## src/common/eth_tx_defines.svh

```systemverilog
`ifndef ETH_TX_DEFINES_SVH
`define ETH_TX_DEFINES_SVH

// ------------------------------
// packet ring geometry
// ------------------------------
`define ETH_TX_SLOT_BYTES     64
`define ETH_TX_SLOTS          4
`define ETH_TX_OFFSET_W       6
`define ETH_TX_SLOT_W         2
`define ETH_TX_LEN_W          7       // holds 0 to 64

// ------------------------------
// wishbone register map
// ------------------------------
`define ETH_TX_WB_ADR_W       7
`define ETH_TX_REG_COMMIT     7'h40
`define ETH_TX_REG_FILL_LEN   7'h41
`define ETH_TX_REG_STATUS     7'h42

// frame constants
`define ETH_TX_PREAMBLE_BYTE  8'h55
`define ETH_TX_SFD_BYTE       8'hD5
`define ETH_TX_PREAMBLE_LEN   7
`define ETH_TX_GAP_CYCLES     12

`endif

```

## src/common/eth_tx_pkg.sv

```systemverilog
`include "eth_tx_defines.svh"

package eth_tx_pkg;

    typedef logic [7:0] eth_byte_t;

    typedef struct packed {
        logic                         cyc;
        logic                         stb;
        logic                         we;
        logic [`ETH_TX_WB_ADR_W-1:0]  adr;
        logic [31:0]                  dat_w;
    } wb_req_t;

    typedef struct packed {
        logic        ack;
        logic [31:0] dat_r;
    } wb_rsp_t;

    typedef struct packed {
        logic                         byte_we;
        logic                         commit;
        logic [`ETH_TX_OFFSET_W-1:0]  offset;
        eth_byte_t                    data;
    } ring_wr_t;

    typedef struct packed {
        logic [`ETH_TX_LEN_W-1:0]     fill_len;
        logic [`ETH_TX_SLOT_W:0]      queued;
        logic                         full;
    } ring_info_t;

    typedef struct packed {
        logic                         pending;
        logic [`ETH_TX_LEN_W-1:0]     length;
        eth_byte_t                    data;
    } ring_rd_t;

    typedef struct packed {
        logic [`ETH_TX_OFFSET_W-1:0]  offset;
        logic                         release_slot;   // slot fully sent
    } framer_req_t;

    typedef struct packed {
        logic                         range_err;
        logic                         commit_drop;
        logic                         full;
        logic [`ETH_TX_SLOT_W:0]      queued;
    } tx_status_t;

    typedef struct packed {
        eth_byte_t                    txd;
        logic                         tx_en;
        logic                         tx_er;
    } gmii_tx_t;

    // running fcs, whole word or bytes in line order
    typedef union packed {
        logic [31:0]     value;
        eth_byte_t [3:0] bytes;
    } crc_word_u;

    localparam logic [31:0] CRC32_POLY = 32'hEDB8_8320;   // reflected 802.3

    // one byte through the reflected crc, lsb first
    function automatic logic [31:0] crc32_next_byte(input logic [31:0] crc,
                                                    input eth_byte_t data);
        logic [31:0] c;
        c = crc ^ {24'd0, data};
        for (int i = 0; i < 8; i++)
        begin
            c = c[0] ? ((c >> 1) ^ CRC32_POLY) : (c >> 1);
        end
        return c;
    endfunction

endpackage

```

## src/logic/eth_tx_top.sv

```systemverilog
`timescale 1ns/1ps

module eth_tx_top import eth_tx_pkg::*; (
    input  logic     clock,
    input  logic     reset,
    input  wb_req_t  wb_req,
    output wb_rsp_t  wb_rsp,
    output gmii_tx_t gmii
);

    ring_wr_t    ring_wr;
    ring_info_t  ring_info;
    ring_rd_t    ring_rd;
    framer_req_t framer_req;

    // host side
    host_port i_host_port (
        .clock     (clock),
        .reset     (reset),
        .wb_req    (wb_req),
        .wb_rsp    (wb_rsp),
        .ring_wr   (ring_wr),
        .ring_info (ring_info)
    );

    packet_ring i_packet_ring (
        .clock      (clock),
        .reset      (reset),
        .ring_wr    (ring_wr),
        .ring_info  (ring_info),
        .framer_req (framer_req),
        .ring_rd    (ring_rd)
    );

    // line side
    tx_framer i_tx_framer (
        .clock      (clock),
        .reset      (reset),
        .ring_rd    (ring_rd),
        .framer_req (framer_req),
        .gmii       (gmii)
    );

endmodule

```

## src/logic/host_port.sv

```systemverilog
`timescale 1ns/1ps
`include "eth_tx_defines.svh"

module host_port import eth_tx_pkg::*; (
    input  logic       clock,
    input  logic       reset,
    input  wb_req_t    wb_req,
    output wb_rsp_t    wb_rsp,
    output ring_wr_t   ring_wr,
    input  ring_info_t ring_info
);

    logic        ack;
    logic [31:0] dat_r;
    logic        range_err;
    logic        commit_drop;
    logic        access;
    logic        wr_access;
    logic        rd_access;
    logic        is_commit;
    logic        is_fill_len;
    logic        is_status;
    logic        is_byte;
    logic        in_range;
    tx_status_t  status;
    logic [31:0] rd_value;

    // ------------------------------
    // address decode
    // ------------------------------
    assign access    = wb_req.cyc && wb_req.stb && !ack;   // first sampled cycle only
    assign wr_access = access && wb_req.we;
    assign rd_access = access && !wb_req.we;

    assign is_commit   = (wb_req.adr == `ETH_TX_REG_COMMIT);
    assign is_fill_len = (wb_req.adr == `ETH_TX_REG_FILL_LEN);
    assign is_status   = (wb_req.adr == `ETH_TX_REG_STATUS);

    // anything off the register map is a byte offset, possibly out of range
    assign is_byte  = !(is_commit || is_fill_len || is_status);
    assign in_range = (wb_req.adr < `ETH_TX_SLOT_BYTES);

    always_comb
    begin
        ring_wr.byte_we = wr_access && is_byte && in_range && !ring_info.full;
        ring_wr.commit  = wr_access && is_commit && !ring_info.full;
        ring_wr.offset  = wb_req.adr[`ETH_TX_OFFSET_W-1:0];
        ring_wr.data    = wb_req.dat_w[7:0];
    end

    // ------------------------------
    // read mux
    // ------------------------------
    always_comb
    begin
        status.range_err   = range_err;
        status.commit_drop = commit_drop;
        status.full        = ring_info.full;
        status.queued      = ring_info.queued;
        rd_value           = '0;
        if (is_status)
            rd_value[$bits(tx_status_t)-1:0] = status;
        else if (is_fill_len)
            rd_value[`ETH_TX_LEN_W-1:0] = ring_info.fill_len;
    end

    always_ff @(posedge clock)
    begin
        if (reset)
        begin
            ack         <= 1'b0;
            range_err   <= 1'b0;
            commit_drop <= 1'b0;
        end
        else
        begin
            ack <= access;
            if (rd_access && is_status)
            begin
                range_err   <= 1'b0;   // cleared once reported
                commit_drop <= 1'b0;
            end
            if (wr_access && is_byte && (!in_range || ring_info.full))
                range_err <= 1'b1;
            if (wr_access && is_commit && ring_info.full)
                commit_drop <= 1'b1;
        end
    end

    always_ff @(posedge clock)
    begin
        if (rd_access)
            dat_r <= rd_value;
    end

    always_comb
    begin
        wb_rsp.ack   = ack;
        wb_rsp.dat_r = dat_r;
    end

endmodule

```

## src/packet_ring/packet_ring.sv

```systemverilog
`timescale 1ns/1ps
`include "eth_tx_defines.svh"

module packet_ring import eth_tx_pkg::*; (
    input  logic        clock,
    input  logic        reset,
    input  ring_wr_t    ring_wr,
    output ring_info_t  ring_info,
    input  framer_req_t framer_req,
    output ring_rd_t    ring_rd
);

    eth_byte_t                 slot_mem [`ETH_TX_SLOTS][`ETH_TX_SLOT_BYTES];
    logic [`ETH_TX_LEN_W-1:0]  slot_len [`ETH_TX_SLOTS];

    logic [`ETH_TX_SLOT_W-1:0] wr_slot;      // slot being filled by the host
    logic [`ETH_TX_SLOT_W-1:0] rd_slot;      // slot being sent
    logic [`ETH_TX_SLOT_W-1:0] wr_slot_next;
    logic [`ETH_TX_SLOT_W:0]   count;
    logic                      pending;
    logic [`ETH_TX_LEN_W-1:0]  wr_end;

    assign wr_slot_next = wr_slot + 1'b1;
    assign wr_end       = {1'b0, ring_wr.offset} + 1'b1;

    // ------------------------------
    // slot storage
    // ------------------------------
    always_ff @(posedge clock)
    begin
        if (ring_wr.byte_we)
            slot_mem[wr_slot][ring_wr.offset] <= ring_wr.data;
    end

    // length only grows while filling
    always_ff @(posedge clock)
    begin
        if (reset)
        begin
            for (int i = 0; i < `ETH_TX_SLOTS; i++)
            begin
                slot_len[i] <= '0;
            end
        end
        else
        begin
            if (ring_wr.byte_we && (wr_end > slot_len[wr_slot]))
                slot_len[wr_slot] <= wr_end;
            if (ring_wr.commit)
                slot_len[wr_slot_next] <= '0;   // fresh fill slot
        end
    end

    // ------------------------------
    // slot pointers
    // ------------------------------
    always_ff @(posedge clock)
    begin
        if (reset)
        begin
            wr_slot <= '0;
            rd_slot <= '0;
            count   <= '0;
            pending <= 1'b0;
        end
        else
        begin
            if (ring_wr.commit)
                wr_slot <= wr_slot_next;
            if (framer_req.release_slot)
                rd_slot <= rd_slot + 1'b1;
            case ({ring_wr.commit, framer_req.release_slot})
                2'b10:   count <= count + 1'b1;
                2'b01:   count <= count - 1'b1;
                default: count <= count;
            endcase
            pending <= (count != '0);   // lags the count by a cycle
        end
    end

    always_comb
    begin
        ring_info.fill_len = slot_len[wr_slot];
        ring_info.queued   = count;
        ring_info.full     = (count == `ETH_TX_SLOTS);
    end

    always_comb
    begin
        ring_rd.pending = pending;
        ring_rd.length  = slot_len[rd_slot];
        ring_rd.data    = slot_mem[rd_slot][framer_req.offset];
    end

endmodule

```

## src/tx_framer/crc32_engine.sv

```systemverilog
`timescale 1ns/1ps

module crc32_engine import eth_tx_pkg::*; (
    input  logic      clock,
    input  logic      reset,
    input  logic      clear,
    input  logic      data_valid,
    input  eth_byte_t data,
    output crc_word_u crc
);

    logic [31:0] crc_next;

    // ------------------------------
    // byte-wide fcs update
    // ------------------------------
    assign crc_next = crc32_next_byte(crc.value, data);

    always_ff @(posedge clock)
    begin
        if (reset || clear)
        begin
            crc.value <= '1;   // 802.3 seed
        end
        else if (data_valid)
        begin
            crc.value <= crc_next;
        end
    end

endmodule

```

## src/tx_framer/tx_framer.sv

```systemverilog
`timescale 1ns/1ps
`include "eth_tx_defines.svh"

module tx_framer import eth_tx_pkg::*; (
    input  logic        clock,
    input  logic        reset,
    input  ring_rd_t    ring_rd,
    output framer_req_t framer_req,
    output gmii_tx_t    gmii
);

    typedef enum logic [2:0] {
        ST_IDLE,
        ST_PREAMBLE,
        ST_SFD,
        ST_DATA,
        ST_FCS,
        ST_GAP
    } state_t;

    localparam logic [3:0] PRE_LAST = 4'(`ETH_TX_PREAMBLE_LEN - 1);
    localparam logic [3:0] FCS_LAST = 4'd3;
    localparam logic [3:0] GAP_LAST = 4'(`ETH_TX_GAP_CYCLES - 2);   // idle is the last one

    state_t                      state;
    logic [3:0]                  count;
    logic [`ETH_TX_LEN_W-1:0]    length;
    logic [`ETH_TX_OFFSET_W-1:0] offset;
    logic                        last_data;
    crc_word_u                   crc;

    assign last_data = ({1'b0, offset} == (length - 1'b1));

    // ------------------------------
    // frame sequencer
    // ------------------------------
    always_ff @(posedge clock)
    begin
        if (reset)
        begin
            state  <= ST_IDLE;
            count  <= '0;
            offset <= '0;
        end
        else
        begin
            count <= count + 1'b1;
            case (state)
                ST_IDLE:
                begin
                    count <= '0;
                    if (ring_rd.pending)
                        state <= ST_PREAMBLE;
                end
                ST_PREAMBLE:
                    if (count == PRE_LAST)
                        state <= ST_SFD;
                ST_SFD:
                begin
                    count  <= '0;
                    offset <= '0;
                    state  <= (length == '0) ? ST_FCS : ST_DATA;   // empty packet
                end
                ST_DATA:
                begin
                    count  <= '0;
                    offset <= offset + 1'b1;
                    if (last_data)
                        state <= ST_FCS;
                end
                ST_FCS:
                    if (count == FCS_LAST)
                    begin
                        count <= '0;
                        state <= ST_GAP;
                    end
                ST_GAP:
                    if (count == GAP_LAST)
                        state <= ST_IDLE;
                default:
                    state <= ST_IDLE;
            endcase
        end
    end

    always_ff @(posedge clock)
    begin
        if ((state == ST_IDLE) && ring_rd.pending)
            length <= ring_rd.length;
    end

    crc32_engine i_crc32_engine (
        .clock      (clock),
        .reset      (reset),
        .clear      (state == ST_IDLE),
        .data_valid (state == ST_DATA),
        .data       (ring_rd.data),
        .crc        (crc)
    );

    // ------------------------------
    // gmii and ring outputs
    // ------------------------------
    always_comb
    begin
        gmii.tx_er = 1'b0;
        gmii.tx_en = 1'b0;
        gmii.txd   = '0;
        case (state)
            ST_PREAMBLE:
            begin
                gmii.tx_en = 1'b1;
                gmii.txd   = `ETH_TX_PREAMBLE_BYTE;
            end
            ST_SFD:
            begin
                gmii.tx_en = 1'b1;
                gmii.txd   = `ETH_TX_SFD_BYTE;
            end
            ST_DATA:
            begin
                gmii.tx_en = 1'b1;
                gmii.txd   = ring_rd.data;
            end
            ST_FCS:
            begin
                gmii.tx_en = 1'b1;
                gmii.txd   = ~crc.bytes[count[1:0]];   // low byte goes first
            end
            default:
                gmii.tx_en = 1'b0;
        endcase
    end

    always_comb
    begin
        framer_req.offset       = offset;
        framer_req.release_slot = (state == ST_FCS) && (count == FCS_LAST);
    end

endmodule
```

## config.mk

```make
export PLATFORM = sky130hd
export DESIGN_NAME = eth_tx_top
export DESIGN_NICKNAME = d
export VERILOG_FILES = /design/src/common/eth_tx_pkg.sv /design/src/logic/eth_tx_top.sv /design/src/logic/host_port.sv /design/src/packet_ring/packet_ring.sv /design/src/tx_framer/crc32_engine.sv /design/src/tx_framer/tx_framer.sv
export VERILOG_INCLUDE_DIRS = /design/src /design/src/common
export SDC_FILE = /design/constraint.sdc
export NUM_CORES = 2
export LEC_CHECK = 0
export BUFFER_PORTS_ARGS = -buffer_cell sky130_fd_sc_hd__buf_2
export CORE_UTILIZATION = 50
export CTS_CLUSTER_SIZE = 25
export DETAILED_ROUTE_END_ITERATION = 16
export PLACE_DENSITY = 0.66
export SLEW_MARGIN = 40
export SYNTH_ARGS = -nofsm -noshare
export SYNTH_HDL_FRONTEND = slang
export SYNTH_HIERARCHICAL = 1
export SYNTH_SLANG_ARGS = --single-unit
export TNS_END_PERCENT = 5
```

## constraint.sdc

```tcl
create_clock -name clock -period 7.7 [get_ports clock]
set_input_delay 0.77 -clock clock [delete_from_list [all_inputs] [get_ports clock]]
set_output_delay 0.77 -clock clock [all_outputs]
set_load 0.01 [all_outputs]
```

==> run_summary.xml <==
<?xml version="1.0" encoding="UTF-8"?>
<metrics>
  <group name="outcome">
    <metric name="outcome" unit="">completed</metric>
  </group>
  <group name="floorplanning">
    <metric name="core" unit="um^2">172000</metric>
    <metric name="initial_core_util" unit="%">50.4</metric>
    <metric name="die_width" unit="um">418</metric>
    <metric name="floorplan.die_area" unit="um^2">175000</metric>
    <metric name="io-pin-count" unit="">87</metric>
    <metric name="core.rowCount" unit="">152</metric>
    <metric name="die-height" unit="um">418</metric>
  </group>
  <group name="cts">
    <metric name="clkSlewWorstSetupHoldPaths" unit="ns">0.07</metric>
    <metric name="tritoncts_num_sinks" unit="">2150</metric>
    <metric name="clk_path_buf_depth" unit="">3</metric>
    <metric name="post_cts_setup_inserts" unit="">0</metric>
    <metric name="ctsRootBufferMaster" unit="">clkbuf_16</metric>
    <metric name="cts_htree_levels" unit="">4</metric>
    <metric name="tritoncts" unit="">done</metric>
    <metric name="ctsResizeCount" unit="">0</metric>
    <metric name="cts_inserted_buffers" unit="">210</metric>
    <metric name="cts_hold_repair_buffers" unit="">0</metric>
    <metric name="clock_latency" unit="ns">0.86</metric>
  </group>
  <group name="detailed_routing">
    <metric name="dr.first_iter.drc_count" unit="">4897</metric>
    <metric name="dr_total_vias" unit="">43400</metric>
    <metric name="drt-total-wl" unit="um">204000</metric>
    <metric name="via_per_inst" unit="">6.18</metric>
    <metric name="antenna_left" unit="">0</metric>
    <metric name="drc_violation_count_after_routing" unit="">0</metric>
    <metric name="routed_wire_length_per_instance" unit="um">29.0</metric>
    <metric name="number_of_detailed_routing_iterations_run_before_antenna_repair" unit="">6</metric>
  </group>
  <group name="power">
    <metric name="clockPowerShare" unit="%">43.4</metric>
    <metric name="switching_share" unit="%">19.8</metric>
    <metric name="pwr-share-seq" unit="%">55.4</metric>
    <metric name="p_int" unit="mW">18.5</metric>
    <metric name="total_power" unit="mW">23.1</metric>
    <metric name="cell_pwr_density" unit="nW/um^2">241</metric>
    <metric name="leakagePower" unit="nW">29.0</metric>
    <metric name="pwr-share-comb" unit="%">1.2</metric>
    <metric name="worst_ir_drop_on_vdd" unit="V">0.000255</metric>
    <metric name="total_switching_power" unit="mW">4.57</metric>
  </group>
  <group name="synthesis">
    <metric name="register_area_share_after_synthesis" unit="%">73.6</metric>
    <metric name="netlist_top_cells_area" unit="">edfxtp_1 72%, mux4_2 12%, dfxtp_1 2.0%</metric>
    <metric name="synthMostInstantiatedCell" unit="">edfxtp_1</metric>
    <metric name="yosysUniqueCellTypes" unit="">88</metric>
    <metric name="netlist.area_leader.share" unit="%">71.6</metric>
    <metric name="postSynthAreaPerCell" unit="um^2">19.3</metric>
    <metric name="synthesis.instances" unit="">4476</metric>
    <metric name="synth-main-ff-cell" unit="">edfxtp_1</metric>
    <metric name="number_of_warnings_printed_during_yosys_synthesis" unit="">6</metric>
    <metric name="post-synth-top-area-cell" unit="">edfxtp_1</metric>
    <metric name="synthTopCellsByCount" unit="">2062 x edfxtp_1, 454 x mux4_2, 265 x and2_1</metric>
    <metric name="synth_enable_flop_cells" unit="">2062</metric>
    <metric name="post_synth_instance_area" unit="um^2">86500</metric>
    <metric name="synth-seq-cells" unit="">2150</metric>
    <metric name="async_flop_share" unit="%">0</metric>
  </group>
  <group name="sta">
    <metric name="report.final.slew_viol_count" unit="">0</metric>
    <metric name="max_slew_headroom" unit="%">38.8</metric>
    <metric name="final-hold-violation-count" unit="">0</metric>
    <metric name="setup_slack" unit="ns">1.42</metric>
    <metric name="setup_tns" unit="ns">0</metric>
    <metric name="fmaxAchievable" unit="GHz">0.159</metric>
    <metric name="setup_viol" unit="">0</metric>
    <metric name="finalCriticalPeriod" unit="ns">6.28</metric>
    <metric name="final.period_utilization" unit="%">81.6</metric>
    <metric name="worst_pin_slew" unit="ns">0.918</metric>
    <metric name="fin_hold_ws" unit="ns">0.262</metric>
    <metric name="clock-skew-final" unit="ns">0.0672</metric>
    <metric name="rsz0062_at_grt" unit="">false</metric>
  </group>
  <group name="cells_and_area">
    <metric name="ff_latch_area" unit="um^2">63700</metric>
    <metric name="layout-drive-gt1-share" unit="%">20.2</metric>
    <metric name="fillerInstances" unit="">12800</metric>
    <metric name="ant_diodes" unit="">0</metric>
    <metric name="multiInputGateArea" unit="um^2">21100</metric>
    <metric name="post-route-util" unit="%">55.7</metric>
    <metric name="nets" unit="">4610</metric>
    <metric name="area.growth.synth_to_final" unit="%">10.6</metric>
    <metric name="final_cell_count_no_fill" unit="">7021</metric>
    <metric name="finish.instance_area" unit="um^2">95700</metric>
  </group>
  <group name="worst_setup_path">
    <metric name="worstPathRequired" unit="ns">6.93</metric>
    <metric name="worstSetupStartpointType" unit="">register</metric>
    <metric name="worstSetupEndpointType" unit="">output port</metric>
    <metric name="critical_path_class" unit="">register to output port</metric>
    <metric name="worst_ep_arrival_time" unit="ns">5.51</metric>
    <metric name="crit_path_max_fanout" unit="">41</metric>
  </group>
  <group name="global_route">
    <metric name="number_of_antenna_violations_at_the_first_check_in_global_routing" unit="">4</metric>
    <metric name="first_global_vias" unit="">42800</metric>
    <metric name="grt_met3_use" unit="%">4.37</metric>
    <metric name="pin_count_of_the_biggest_net_entering_global_routing" unit="">159</metric>
    <metric name="groute.layer.met2.usage" unit="%">36.0</metric>
    <metric name="grt.met1_usage" unit="%">33.7</metric>
    <metric name="grt_busiest_layer" unit="">met2</metric>
    <metric name="grt_pass1_wl" unit="um">295000</metric>
    <metric name="globalRouteOverflowTotal" unit="">0</metric>
    <metric name="grt_usage" unit="%">23.3</metric>
  </group>
  <group name="placement">
    <metric name="dpl-instance-area" unit="um^2">88900</metric>
    <metric name="detailedPlacementHpwl" unit="um">120000</metric>
    <metric name="place_ws" unit="ns">1.97</metric>
    <metric name="port-buffer-count" unit="">36</metric>
    <metric name="gpl.final_weighted_congestion" unit="">0.829</metric>
    <metric name="post-place-cells" unit="">6639</metric>
  </group>
  <group name="job">
    <metric name="max_cap_violations" unit="">0</metric>
  </group>
  <group name="hold_path">
    <metric name="worstHoldPathType" unit="">input port to register</metric>
  </group>
</metrics>
[worst max-delay path, cell delays in order, from the launching register on]
cell	delay, ns
dfxtp_4	0.78
buf_4	0.53
buf_4	0.59
mux2i_1	0.38
o22ai_1	0.13
a2111oi_0	0.54
a21oi_1	0.22
nor4_1	0.65
nor3_1	0.11
buf_4	0.22
o21ai_0	0.20
o21ai_0	0.11
buf_2	0.16
[logic make-up after synthesis]
family	count (synthesis)	share of synthesized area, %
xor+xnor	92	1.15
flops	2150	73.6
other cells	2	0.00868
compound gates	526	4.12
buf+inv	327	2.36
simple gates	735	4.60
mux	621	13.8
fa+ha+maj	23	0.341
[cells in the final DEF (no fill, tap or decap), types with 9 or more instances in the layout]
master	n
edfxtp_1	2062
mux4_2	454
and2_1	265
clkbuf_16	216
nor2_1	176
mux2i_1	162
a22oi_1	158
a21oi_1	130
nand2_1	88
dfxtp_1	83
buf_4	67
o21ai_0	58
xnor2_1	55
clkinv_1	50
clkbuf_1	45
o221ai_1	34
clkinv_2	33
nand3_1	32
o22ai_1	30
buf_2	28
inv_1	26
conb_1	26
nor4_1	24
nor3_1	23
nor2b_1	23
xor2_1	21
bufinv_16	18
ha_1	18
nand2b_1	17
a221oi_1	17
a22o_1	15
a31oi_1	12
buf_6	12
buf_12	11
nand3b_1	10
nor4_2	9
o211ai_1	9
or3b_2	9
[routing by layer]
metal | part of all wire, % | vias up
met3 | 8.4 | 331
met1 | 41 | 22900
met4 | 3.1 | 4
li1 | - | 18300
met2 | 47 | 1839
met5 | 0.012 | -
[power by group through the flow]
stage / clock (mW) / combinational (mW) / sequential, mW
6_report: 10.0 / 0.269 / 12.8
5_1_grt: 10.6 / 0.288 / 12.8
4_1_cts: 10.2 / 0.270 / 12.8
3_5_place_dp: 0 / 0.271 / 13.1
3_3_place_gp: 0 / 0.253 / 13.1
2_1_floorplan: 0 / 0.133 / 13.1
[cell type report]
cell class | count | share of cell area, %
multi-input combinational | 2023 | 22.0
tap | 2310 | 3.02
timing repair buffer | 128 | 1.23
inverter | 30 | 0.119
clock inverter | 119 | 1.23
clock buffer | 261 | 5.79
sequential | 2150 | 66.6
[final timing paths]
check	from	to	slack (ns)	cells after the start
max	register	gmii[9]	1.42	12
min	wb_req[39]	i_host_port/commit_drop	0.26	3
max reg2reg	register	i_tx_framer/i_crc32_engine/crc[23]	1.85	14
min reg2reg	i_host_port/commit_drop	i_host_port/commit_drop	0.49	2
[state kept, by name (all words and copies together) (netlist names), named ones only]
register	count
i_tx_framer/offset	6
i_packet_ring/slot_len	28
i_packet_ring/rd_slot	2
i_tx_framer/state	3
i_tx_framer/length	7
i_tx_framer/count	4
i_tx_framer/i_crc32_engine/crc	32
i_host_port/range_err	1
i_packet_ring/pending	1
i_host_port/commit_drop	1
i_host_port/ack	1
i_packet_ring/wr_slot	2
i_host_port/dat_r	7
i_packet_ring/slot_mem	2048
i_packet_ring/count	3
Note: power is estimated with default switching activity, not from simulation.
